<file path="config.mk">
export PLATFORM = sky130hd
export DESIGN_NAME = clint_timer
export DESIGN_NICKNAME = d
export VERILOG_FILES = /design/src/common/soc_pkg.sv /design/src/clint/clint_timer.sv
export SDC_FILE = /design/constraint.sdc
export NUM_CORES = 1
export LEC_CHECK = 0
export BUFFER_PORTS_ARGS = -buffer_cell sky130_fd_sc_hd__clkbuf_2
export CAP_MARGIN = 20
export CORE_UTILIZATION = 50
export DETAILED_ROUTE_END_ITERATION = 8
export PLACE_DENSITY = 0.72
export SYNTH_ARGS = -nofsm -noshare
export SYNTH_HDL_FRONTEND = slang
export SYNTH_SLANG_ARGS = --single-unit
</file>
<file path="constraint.sdc">
create_clock -name clk_i -period 3.45 [get_ports clk_i]
set_clock_uncertainty 0.1 [all_clocks]
set_input_delay 0.1725 -clock clk_i [delete_from_list [all_inputs] [get_ports clk_i]]
set_output_delay 0.1725 -clock clk_i [all_outputs]
set_load 0.05 [all_outputs]
</file>
<file path="src/common/soc_pkg.sv">
package soc_pkg;

  // --------------------------------------------------
  // Bus widths and transfer structs
  // --------------------------------------------------
  localparam int unsigned AddrWidth = 32;
  localparam int unsigned DataWidth = 64;
  localparam int unsigned BeWidth   = DataWidth / 8;

  typedef struct packed {
    logic [AddrWidth-1:0] addr;
    logic                 we;
    logic [DataWidth-1:0] wdata;
    logic [BeWidth-1:0]   be;
  } bus_req_t;

  typedef struct packed {
    logic [DataWidth-1:0] rdata;
    logic                 err;
  } bus_rsp_t;

  // --------------------------------------------------
  // Address map
  // --------------------------------------------------
  typedef enum logic [1:0] {
    TgtRom,
    TgtSpm,
    TgtTimer,
    TgtNone
  } target_e;

  typedef struct packed {
    target_e              tgt;
    logic [AddrWidth-1:0] start_addr;
    logic [AddrWidth-1:0] length;
  } addr_rule_t;

  localparam int unsigned NumRules = 3;

  // Half-open ranges, start inclusive
  localparam addr_rule_t AddrMap [NumRules] = '{
    '{tgt: TgtRom,   start_addr: 32'h0000_1000, length: 32'h0000_1000},
    '{tgt: TgtTimer, start_addr: 32'h0200_0000, length: 32'h0001_0000},
    '{tgt: TgtSpm,   start_addr: 32'h8000_0000, length: 32'h0001_0000}
  };

  // --------------------------------------------------
  // Target constants
  // --------------------------------------------------
  localparam int unsigned RomWords = 16;
  localparam logic [31:0] RomSeed  = 32'hB007_0000;

  localparam logic [AddrWidth-1:0] TimerMsipOff = 32'h0000_0000;
  localparam logic [AddrWidth-1:0] TimerCmpOff  = 32'h0000_4000;
  localparam logic [AddrWidth-1:0] TimerTimeOff = 32'h0000_BFF8;

endpackage

</file>
<file path="src/clint/clint_timer.sv">
`timescale 1ns/1ps

module clint_timer
  import soc_pkg::*;
(
  input  logic                 clk_i,
  input  logic                 rst_ni,
  input  logic                 rtc_i,
  input  logic                 sel_i,
  input  bus_req_t             req_i,
  output logic [DataWidth-1:0] rdata_o,
  output logic                 timer_irq_o,
  output logic                 ipi_o
);

  logic [2:0]           rtc_q;
  logic                 rtc_rise;
  logic [DataWidth-1:0] mtime_q;
  logic [DataWidth-1:0] mtimecmp_q;
  logic                 msip_q;
  logic                 timer_irq_q;
  logic [DataWidth-1:0] rdata_q;
  logic                 wr_en;

  // --------------------------------------------------
  // RTC synchronizer and edge detect
  // --------------------------------------------------
  // Stages 0 and 1 synchronize, stage 2 holds the previous level
  assign rtc_rise = rtc_q[1] && !rtc_q[2];
  assign wr_en    = sel_i && req_i.we;

  always_ff @(posedge clk_i or negedge rst_ni) begin
    if (!rst_ni) begin
      rtc_q <= '0;
    end else begin
      rtc_q <= {rtc_q[1:0], rtc_i};
    end
  end

  // --------------------------------------------------
  // Timer registers
  // --------------------------------------------------
  always_ff @(posedge clk_i or negedge rst_ni) begin
    if (!rst_ni) begin
      mtime_q     <= '0;
      mtimecmp_q  <= '1;
      msip_q      <= 1'b0;
      timer_irq_q <= 1'b0;
    end else begin
      if (rtc_rise) begin
        mtime_q <= mtime_q + 1'b1;
      end
      if (wr_en && (req_i.addr == TimerCmpOff)) begin
        for (int unsigned b = 0; b < BeWidth; b++) begin
          if (req_i.be[b]) begin
            mtimecmp_q[b*8 +: 8] <= req_i.wdata[b*8 +: 8];
          end
        end
      end
      if (wr_en && (req_i.addr == TimerMsipOff) && req_i.be[0]) begin
        msip_q <= req_i.wdata[0];
      end
      timer_irq_q <= (mtime_q >= mtimecmp_q);
    end
  end

  // Register read port
  always_ff @(posedge clk_i) begin
    if (sel_i) begin
      if (req_i.we) begin
        rdata_q <= '0;
      end else begin
        case (req_i.addr)
          TimerMsipOff: rdata_q <= {{(DataWidth-1){1'b0}}, msip_q};
          TimerCmpOff:  rdata_q <= mtimecmp_q;
          TimerTimeOff: rdata_q <= mtime_q;
          default:      rdata_q <= '0;
        endcase
      end
    end
  end

  assign rdata_o     = rdata_q;
  assign timer_irq_o = timer_irq_q;
  assign ipi_o       = msip_q;

endmodule

</file>
* Yosys cells after proc, flatten, opt, wreduce, memory -nomap -nowiden
Cells that the tools add are included.
** Storage, ports and cells
- Register bits after elaboration :: 197
** Operators by class
- Add/subtract/negate cells :: 1
- Reductions and logical operators :: 15
- $lt $le $gt $ge :: 1
- Equality and inequality tests :: 2
- Multiplexer cells :: 1
** Operator list (count)
- case mux 64 bit (3 select lines) :: 1
- adder 64 x 1 -> 64 bit (second input constant) :: 1
- >= comparator 64 bit :: 1
- equality test 32 x 15 -> 1 bit (second input constant) :: 1
- equality test 32 x 16 -> 1 bit (second input constant) :: 1
- zero test 32 bit :: 1
- AND reduction 2 bit :: 8
- logical AND 1 bit :: 5
- zero test 1 bit :: 1

* Logic depth before layout (Yosys ltp)
Gate-level depths: netlist of the first run.
- Depth after elaboration :: 3
- Gate-level depth with buffers :: 8
- Depth with buffers taken out :: 8

* Worst setup path before layout of the first run
No wires, ideal clock.
- Kind :: register -> register
- Start point :: register mtimecmp_q[30]
- End point :: register timer_irq_q, in the netlist timer_irq_o
- Arrival time :: 2.019 ns
- Stages on the path, launching flop included :: 8
- Setup slack :: 1.236 ns
- Setup time :: 0.095 ns
- Path buffers :: 0
- Path through :: dfstp_2 > inv_1 > ha_1 > nand4_1 > or4_1 > nor4_1 > a2111oi_0 > o31ai_1
** Between the ends
- Word-level cells in the longest chain between the ends :: 1
** RTL lines
- from (decl) :: line clint_timer.sv:19 : logic [DataWidth-1:0] mtimecmp_q;
- from (signal, indexed assignment) :: line clint_timer.sv:56 : mtimecmp_q[b*8 +: 8] <= req_i.wdata[b*8 +: 8];
- >= comparator 64 bit :: line clint_timer.sv:63 : timer_irq_q <= (mtime_q >= mtimecmp_q);
- to (signal assigned) :: line clint_timer.sv:63
- to (decl) :: line clint_timer.sv:21 : logic timer_irq_q;
No other way between the ends.
A chain may end at the register's enable or synchronous reset.

* Final worst setup path of the first run
- Start point :: register mtimecmp_q[35]
- End point :: register timer_irq_q, in the netlist timer_irq_o
The elaborated chain is that of the path after synthesis.

==> impl_metrics.json, run 1 <==
{
  "status": "completed",
  "reg2reg_setup_slack_ns": 0.59,
  "multiInputGateArea_um2": 4610,
  "timing_hold_violations_final": 0,
  "antenna_found_initial": 0,
  "cts_buffer_depth": 2,
  "maxSlewViolCount": 0,
  "core_area_um2": 20200,
  "grt_pass1_wl_mm": 38.6,
  "grt_pass1_vias": 7652,
  "grt-ovfl-total": 0,
  "final_cell_mix": "172 x clkbuf_2, 89 x nor2_1, 69 x inv_1, 69 x dfrtp_1, 66 x dlygate4sd3_1",
  "hpwlAfterDp_mm": 16.0,
  "postLayoutCellArea_um2": 12700,
  "rsz0062_at_grt": "false",
  "drt-wirelength-per-cell_um": 16.3,
  "criticalPathCategory": "flop to flop",
  "critical_path_required_ns": 3.64,
  "grt_max_degree": 65,
  "clock.fmax_mhz": 350,
  "critPathLaunchType": "flop",
  "final_nets": 1293,
  "syn_area_um2": 10300,
  "first_iter_violations": 367,
  "path_max_fanout": 3,
  "power_density_nw_per_um2": 388,
  "antenna_cells": 0,
  "cts_tree": "built",
  "hold_path.class": "input pin to flop",
  "clock_latency_ns": 0.44,
  "syn_area_per_cell_um2": 11.8,
  "cp-end-kind": "flop",
  "ys_seq_elements": 197,
  "drc_errors": 0,
  "cap_violations": 0,
  "yosysWarnings": 0,
  "syn_inst": 876,
  "ctsResizeCount": 0,
  "post-route-period-util": 0.829,
  "syn-num-nets": 1050,
  "arrival_ns": 3.05,
  "cts_num_sinks": 197,
  "avgViaCountPerCell": 5.36,
  "setup_viol": 0,
  "num_vias": 7508,
  "synth_top_cell_area_share": 0.186,
  "yosys.area.top_type": "edfxtp_1",
  "synth_edf_count": 64,
  "tightest_slew_ns": 0.858,
  "placedInstanceArea_um2": 11500,
  "drive_gt1_frac": 0.321,
  "power.leakage_nw": 5.54,
  "start_util": 0.510,
  "clk_pin_slew_ns": 0.08,
  "ant_nets": 0,
  "io_buffers": 174,
  "yosysSeqAreaShare": 0.516,
  "fp.dieArea_um2": 21200,
  "relSlewSlack": 0.413,
  "die_h_um": 146,
  "ys.flop_type": "dfrtp_1",
  "synth_cell_types": 51,
  "h-tree-depth": 4,
  "area_delta_synth_final_pct": 23.3,
  "numCtsBuffers": 17,
  "fillers": 1577,
  "layout_commonest_cell": "clkbuf_2",
  "die_w_um": 146,
  "pin_count": 175,
  "cts-root-buf": "clkbuf_16",
  "finalCriticalPeriod_ns": 2.86,
  "ir_worst_vdd_uv": 285,
  "gp_congestion": 0.800,
  "ff_latch_area_um2": 5330,
  "grt_usage": 0.233,
  "rows": 52,
  "async_reset_ff_frac": 0.675,
  "first_pass_iters": 5,
  "wl_mm": 22.9,
  "synth_area_leaders": "edfxtp_1 19%, dfrtp_1 17%, dfstp_2 16%",
  "tns_ns": 0
}
[kinds of logic (layout without fill, tap and decap cells)]
| kind of cell | Yosys count | in the layout | share of synthesized area |
|---|---|---|---|
| AND/OR/NAND/NOR | 272 | 272 | 0.148 |
| flip-flops | 197 | 197 | 0.516 |
| AO/OA/AOI/OAI | 125 | 125 | 0.0823 |
| buffers and inverters | 96 | 352 | 0.0372 |
| adder cells (fa/ha/maj) | 65 | 65 | 0.0788 |
| XOR/XNOR | 63 | 63 | 0.0534 |
| multiplexers | 58 | 58 | 0.0836 |
[state kept, by name, summed over array words and instances, names as in the netlist]
register / count
mtimecmp_q: 64
rdata_o: 64
rtc_q: 3
mtime_q: 64
ipi_o: 1
timer_irq_o: 1
[layout make-up]
cell class	count	area share
Clock buffer	18	0.0337
Clock inverter	14	0.0114
Inverter	69	0.0203
Multi-Input combinational cell	583	0.362
Sequential cell	197	0.419
Tap cell	270	0.0265
Timing Repair Buffer	251	0.127
[worst max-delay path, cell delays in order, from the launching register on]
cell and delay (ns):
dfstp_2 0.55, inv_1 0.04, ha_1 0.29, a21oi_1 0.12, o21ai_0 0.14, a22oi_1 0.24
o211ai_1 0.26, a2111oi_0 0.81, o31ai_1 0.15
[final timing paths]
check,from,to,cells after the start
hold reg to reg,rtc_q[0],rtc_q[1],0
setup / recovery,mtimecmp_q[35],timer_irq_o,8
min in group asynchronous,rst_ni,mtime_q[41],2
max in group asynchronous,rst_ni,mtimecmp_q[2],3
setup reg to reg,mtimecmp_q[35],timer_irq_o,8
hold / removal,req_i[3],mtimecmp_q[28],3
[per-stage QoR]
step,hold slack [ns],std cells,worst slack [ns],util,power (mW)
after CTS,0.0303,1402,0.584,0.629,4.97
after global routing,0.0363,1402,0.282,0.629,5.12
after global placement,0.165,1304,0.693,0.568,2.97
after detailed placement,0.164,1304,0.618,0.568,2.98
after floorplan,-0.223,876,1.24,-,2.79
final,0.0457,1402,0.589,0.629,4.94
[synth_stat cells, types with 2 or more instances]
library cell	count
dfrtp_1	69
mux2_4	56
nand2_1	53
and4_1	11
dfstp_2	64
nand3_1	27
a22oi_1	65
a211oi_1	3
buf_2	6
and3_1	8
o21ai_1	7
nor3_2	3
buf_1	6
edfxtp_1	64
nor2_1	89
and2_1	6
xnor2_1	46
or4_1	3
a21o_1	8
nand4_1	28
a2111oi_0	2
inv_1	69
xor2_1	17
a221oi_1	2
o211ai_1	3
or2_2	2
a21oi_1	25
o31ai_1	2
ha_1	65
clkbuf_1	14
o21ai_0	6
nand2_8	7
nand2b_1	2
nor4_1	8
nor4_2	2
nor3_1	12
mux2_2	2
[metal layers]
layer  track usage  wire [um]  vias up
met5             0          0        -
met4        0.0711        334        0
met3        0.0442       1080       17
met2         0.389      11000      212
met1         0.307      10500     3646
li1              -          -     3633
[power by group]
group	internal [mW]	total, mW	switching [mW]
logic	0.167	0.446	0.280
clock network	1.02	1.95	0.929
registers	2.48	2.54	0.0620
[timing repair]
| item | in CTS | in global routing |
|---|---|---|
| hold buffers | 66 | 0 |
| endpoints found under the hold margin | 89 | 0 |
| buffers inserted | 0 | 0 |
No activity file was read; power rests on OpenSTA's default activity.
==> run 2, diff against run 1 <==
Settings changed: ABC_AREA set to 1, PLACE_DENSITY 0.72 to 0.74.
Clock period 3.45 ns to 2.51 ns, I/O delays scaled along.
==> run 2 against run 1 <==
Against the previous run:
- maximum frequency rose by 24%
- final cell count up 43%
- critical path type unchanged
- first-iteration DRC count is 55% higher
- largest cell class is now multi-input combinational cells
- largest power group unchanged
==> impl_metrics.json, run 2 <==
{
  "grt-ovfl-total": 0,
  "gp_congestion": 0.929,
  "avgViaCountPerCell": 5.14,
  "ff_latch_area_um2": 5330,
  "die_h_um": 155,
  "area_delta_synth_final_pct": 25.2,
  "pwr-share-clk": 0.396,
  "first_iter_violations": 569,
  "syn_area_per_cell_um2": 8.37,
  "post-route-period-util": 0.920,
  "antenna_found_initial": 0,
  "tightest_slew_ns": 0.899,
  "clk_pin_slew_ns": 0.08,
  "num_vias": 10298,
  "use_met1": 0.337,
  "grt_usage": 0.261,
  "syn_area_um2": 11700,
  "drt-wirelength-per-cell_um": 14.9,
  "place_ws_ns": 0.234,
  "maxSlewViolCount": 0,
  "pin_count": 175,
  "combPwrFrac": 0.100,
  "synth_cell_types": 35,
  "drive_gt1_frac": 0.233,
  "internal_power_mw": 5.07,
  "relSlewSlack": 0.401,
  "h-tree-depth": 4,
  "wl_mm": 29.8,
  "setup_slack_ns": 0.202,
  "p_sw_mw": 1.88,
  "yosys.area.top_type": "edfxtp_1",
  "setup_viol": 0,
  "synth_top_cell_area_share": 0.165,
  "drc_errors": 0,
  "async_reset_ff_frac": 0.675,
  "yosysSeqAreaShare": 0.457,
  "multiInputGateArea_um2": 5510,
  "syn-num-nets": 1567,
  "cts-root-buf": "clkbuf_16",
  "clock_latency_ns": 0.45,
  "rows": 55,
  "antenna_cells": 0,
  "met3_usage": 0.0443,
  "arrival_ns": 2.55,
  "synth_most_common_cell": "nand2_1",
  "cp-end-kind": "flop",
  "core_area_um2": 22800,
  "yosysWarnings": 0,
  "cap_violations": 0,
  "synth_edf_count": 64,
  "first_pass_iters": 7,
  "finalCriticalPeriod_ns": 2.31,
  "hold_path.class": "input pin to flop",
  "grt_max_degree": 65,
  "timing_hold_violations_final": 0,
  "ys_seq_elements": 197,
  "use_met2": 0.442,
  "dp.cells": 1861,
  "numCtsBuffers": 17,
  "power.leakage_nw": 6.77,
  "status": "completed",
  "clock.fmax_mhz": 433,
  "ant_nets": 0,
  "cts_buffer_depth": 2,
  "grt_pass1_wl_mm": 49.6,
  "criticalPathCategory": "flop to flop",
  "rsz0062_at_grt": "false",
  "fp.dieArea_um2": 23900,
  "cts_tree": "built",
  "synth_commonest_cells": "334 x nand2_1, 174 x nor2_1, 161 x inv_1",
  "cts_num_sinks": 197,
  "io_buffers": 174,
  "hpwlAfterDp_mm": 20.8,
  "start_util": 0.512,
  "path_max_fanout": 8,
  "layout_commonest_cell": "nand2_1",
  "fin_cells": 2005,
  "syn_inst": 1393,
  "postCtsSetupRepairBufs": 0,
  "final_nets": 1853,
  "critical_path_required_ns": 2.75,
  "synth_area_leaders": "edfxtp_1 16%, dfrtp_1 15%, dfstp_2 14%",
  "swShare": 0.271,
  "seqPwrFrac": 0.503,
  "fillers": 1913,
  "ys.flop_type": "dfrtp_1",
  "grt_pass1_vias": 10285,
  "ir_worst_vdd_uv": 314,
  "die_w_um": 155,
  "power_density_nw_per_um2": 476,
  "tns_ns": 0,
  "final_cell_mix": "334 x nand2_1, 173 x nor2_1, 173 x clkbuf_2, 161 x inv_1, 112 x dlygate4sd3_1",
  "critPathLaunchType": "flop",
  "grt_busiest_layer": "met2"
}
-- run 2: cell types whose count changed after synthesis, moves of 56 or more --
cell,previous run,this run
mux2_4,56,0
inv_1,69,161
nand2_1,53,334
a21oi_2,0,56
nand3_1,27,101
a21oi_1,25,89
a22oi_1,65,0
nor2_1,89,174
-- run 2: through the flow --
stage          hold slack, ns  total power [mW]  utilization  area, um2
2_1_floorplan          -0.270              3.90            -      11700
3_3_place_gp           0.0363              4.17        0.565      12900
3_5_place_dp           0.0372              4.18        0.566      12900
4_1_cts               0.00288              7.00        0.641      14600
5_1_grt                0.0220              7.20        0.641      14600
6_report               0.0120              6.95        0.641      14600
-- run 2: path summary, 6_finish.rpt --
path / slack (ns) / cells after the start / from / to
setup / recovery: 0.20 / 10 / mtime_q[1] / mtime_q[44]
hold / removal: 0.01 / 3 / req_i[2] / mtimecmp_q[18]
setup reg to reg: 0.20 / 10 / mtime_q[1] / mtime_q[44]
hold reg to reg: 0.25 / 0 / rtc_q[0] / rtc_q[1]
max in group asynchronous: 1.36 / 3 / rst_ni / mtimecmp_q[34]
min in group asynchronous: 0.10 / 2 / rst_ni / rtc_q[1]
-- run 2: logic make-up after synthesis --
group	after synthesis	share of synthesized area
fa+ha+maj	65	0.0697
xor+xnor	44	0.0330
buf+inv	200	0.0714
flops	197	0.457
compound gates	175	0.0944
simple gates	712	0.274
-- run 2: timing repair --
action                    CTS  global route
hold endpoints to repair   98             0
hold buffers              112             0
resized for setup           0             0
-- run 2: area by class of cell --
class,count,area share
multi-input combinational,996,0.377
sequential,197,0.365
timing repair buffer,302,0.148
inverter,165,0.0424
clock buffer,17,0.0291
tap,313,0.0268
clock inverter,15,0.0112
-- run 2: power by group through the flow --
stage / Sequential, mW / Clock, mW / Combinational [mW]
after CTS: 3.50 / 2.80 / 0.700
after global placement: 3.56 / 0 / 0.605
after floorplan: 3.74 / 0 / 0.162
final: 3.50 / 2.76 / 0.697
after global routing: 3.51 / 2.93 / 0.762
after detailed placement: 3.56 / 0 / 0.617
-- run 2: worst max-delay path, stage by stage, from the launching register on --
cell and delay, ns:
dfrtp_1 0.46, ha_1 0.24, inv_1 0.06, nor2_2 0.20, nand2_2 0.16, nor2_8 0.18, nand2_1 0.17, nor3_4 0.38
nand2_1 0.12, nand2_1 0.09, nand2_1 0.05
-- run 2: routing by layer --
| metal | vias to the layer above | share of wire |
|---|---|---|
| met5 | - | 0 |
| met4 | 0 | 0.025 |
| met3 | 59 | 0.050 |
| met2 | 310 | 0.49 |
| met1 | 4812 | 0.44 |
| li1 | 5117 | - |
==> run 3, diff against run 2 <==
Settings changed: GPL_TIMING_DRIVEN set to 0, PLACE_DENSITY 0.74 to 0.79.
==> run 3 against run 2 <==
Against the previous run:
- sequential cell count stayed put
- worst setup slack better by 0.0099 ns
- final cell count is 0.85% lower
- die area stayed put
- via count is 0.19% lower
- count of clock-buffer cells in the layout is 2 higher
- first-iteration DRC count is 8.6% higher
- routed wire length is 1.9% higher
- combinational power is 1% higher
- critical path type unchanged
- critical endpoint is now mtime_q[54]
==> impl_metrics.json, run 3 (same netlist as run 2, synthesis figures left out) <==
{
  "drive_gt1_frac": 0.241,
  "status": "completed",
  "seqPwrFrac": 0.505,
  "drt-met1-wl_mm": 13.3,
  "fp.dieArea_um2": 23900,
  "setup_slack_ns": 0.212,
  "power.leakage_nw": 6.79,
  "internal_power_mw": 5.13,
  "final_nets": 1836,
  "grt_max_degree": 72,
  "post-route-period-util": 0.916,
  "crit_path_frequent_cell": "nand2_1",
  "criticalPathCategory": "flop to flop",
  "ctsResizeCount": 0,
  "area_delta_synth_final_pct": 22.5,
  "gp_congestion": 0.886,
  "cts_num_sinks": 197,
  "cp-end-kind": "flop",
  "layout_commonest_cell": "nand2_1",
  "finalCriticalPeriod_ns": 2.30,
  "cts-root-buf": "clkbuf_16",
  "grt_usage": 0.262,
  "cts_tree": "built",
  "first_iter_violations": 618,
  "hpwlAfterDp_mm": 21.7,
  "numCtsBuffers": 17,
  "first_pass_iters": 5,
  "final_cell_mix": "334 x nand2_1, 174 x nor2_1, 172 x clkbuf_2, 161 x inv_1, 101 x nand3_1",
  "cts_buffer_depth": 2,
  "start_util": 0.512,
  "p_sw_mw": 1.80,
  "utilization": 0.627,
  "rows": 55,
  "cpMaxStageDelayCell": "dfrtp_1",
  "grt_pass1_wl_mm": 49.2,
  "p_total_mw": 6.93,
  "clock.fmax_mhz": 435,
  "swShare": 0.260,
  "io_buffers": 174,
  "cp_num_buf_inv": 1,
  "setup_viol": 0,
  "fin_cells": 1988,
  "postLayoutCellArea_um2": 14300,
  "path_cells": "ha_1 -> inv_1 -> nor2_2 -> nand2_2 -> nor2_8 -> nand2_1 -> nor2_2 -> nand4_1 -> nand2_1 -> nand2_1",
  "critical_path_required_ns": 2.74,
  "highest_layer": "met4",
  "tns_ns": 0,
  "core_area_um2": 22800,
  "arrival_ns": 2.53,
  "timing_hold_violations_final": 0,
  "critPathLaunchType": "flop",
  "cap_violations": 0,
  "avgViaCountPerCell": 5.17,
  "num_vias": 10278,
  "combPwrFrac": 0.102,
  "grt_pass1_vias": 10048,
  "clock_latency_ns": 0.44,
  "pin_count": 175,
  "drt-wirelength-per-cell_um": 15.3,
  "fin_hold_ws_ns": 0.0223,
  "power_density_nw_per_um2": 485,
  "place_ws_ns": -0.190,
  "pwr-share-clk": 0.393,
  "hold_path.class": "input pin to flop",
  "rsz0062_at_grt": "false",
  "clk_pin_slew_ns": 0.07,
  "met2_length_mm": 15.1,
  "die_h_um": 155,
  "relSlewSlack": 0.289,
  "crit_family": "simple AND/OR/NAND/NOR gates",
  "max_stage_delay_ns": 0.45,
  "grt-ovfl-total": 0,
  "fillers": 1897,
  "h-tree-depth": 4,
  "wl_mm": 30.4,
  "ant_nets": 0,
  "met3_length_mm": 1.35,
  "path_max_fanout": 8,
  "dp.cells": 1881,
  "antenna_cells": 0,
  "antenna_found_initial": 0,
  "maxSlewViolCount": 0,
  "drc_errors": 0,
  "die_w_um": 155,
  "placedInstanceArea_um2": 13000,
  "tightest_slew_ns": 1.07,
  "ir_worst_vdd_uv": 381
}
-- run 3: worst register-to-register path: stages, from the launching register on --
cell	delay, ns
dfrtp_1	0.45
ha_1	0.24
inv_1	0.06
nor2_2	0.19
nand2_2	0.16
nor2_8	0.19
nand2_1	0.09
nor2_2	0.30
nand4_1	0.24
nand2_1	0.11
nand2_1	0.05
-- run 3: power by group through the flow --
stage | registers [mW] | clock network (mW) | logic, mW
floorplan | 3.74 | 0 | 0.162
global placement | 3.55 | 0 | 0.593
detailed placement | 3.56 | 0 | 0.613
CTS | 3.50 | 2.75 | 0.710
global route | 3.51 | 2.88 | 0.763
finish | 3.50 | 2.72 | 0.707
-- run 3: area by class of cell --
type	instances	area (um2)	share of cell area
clock buffer	19	433	0.0303
multi-input combinational	996	5500	0.385
inverter	165	619	0.0433
tap	313	392	0.0274
buffer	35	214	0.0150
sequential	197	5330	0.373
timing repair buffer	250	1670	0.117
clock inverter	13	133	0.00928
-- run 3: timing repair --
item                                    in CTS  in global routing
endpoints found under the setup margin       0                  1
setup buffers                                0                  1
hold buffers                                74                  0
endpoints found under the hold margin      129                  0
-- run 3: metal layers --
layer	global-route usage	up-vias
li1	-	5079
met1	0.339	4826
met2	0.453	319
met3	0.0336	54
met4	0.0924	0
met5	0	-
-- run 3: path summary, 6_finish.rpt --
kind                            startpoint        endpoint  slack [ns]  cells past startpoint
max in group asynchronous           rst_ni  mtimecmp_q[27]        1.41                      3
worst min-delay path              req_i[0]           ipi_o        0.02                      6
worst max register to register  mtime_q[1]     mtime_q[54]        0.21                     10
min in group asynchronous           rst_ni     mtime_q[59]        0.13                      2
worst max-delay path            mtime_q[1]     mtime_q[54]        0.21                     10
worst min register to register    rtc_q[0]        rtc_q[1]        0.25                      0
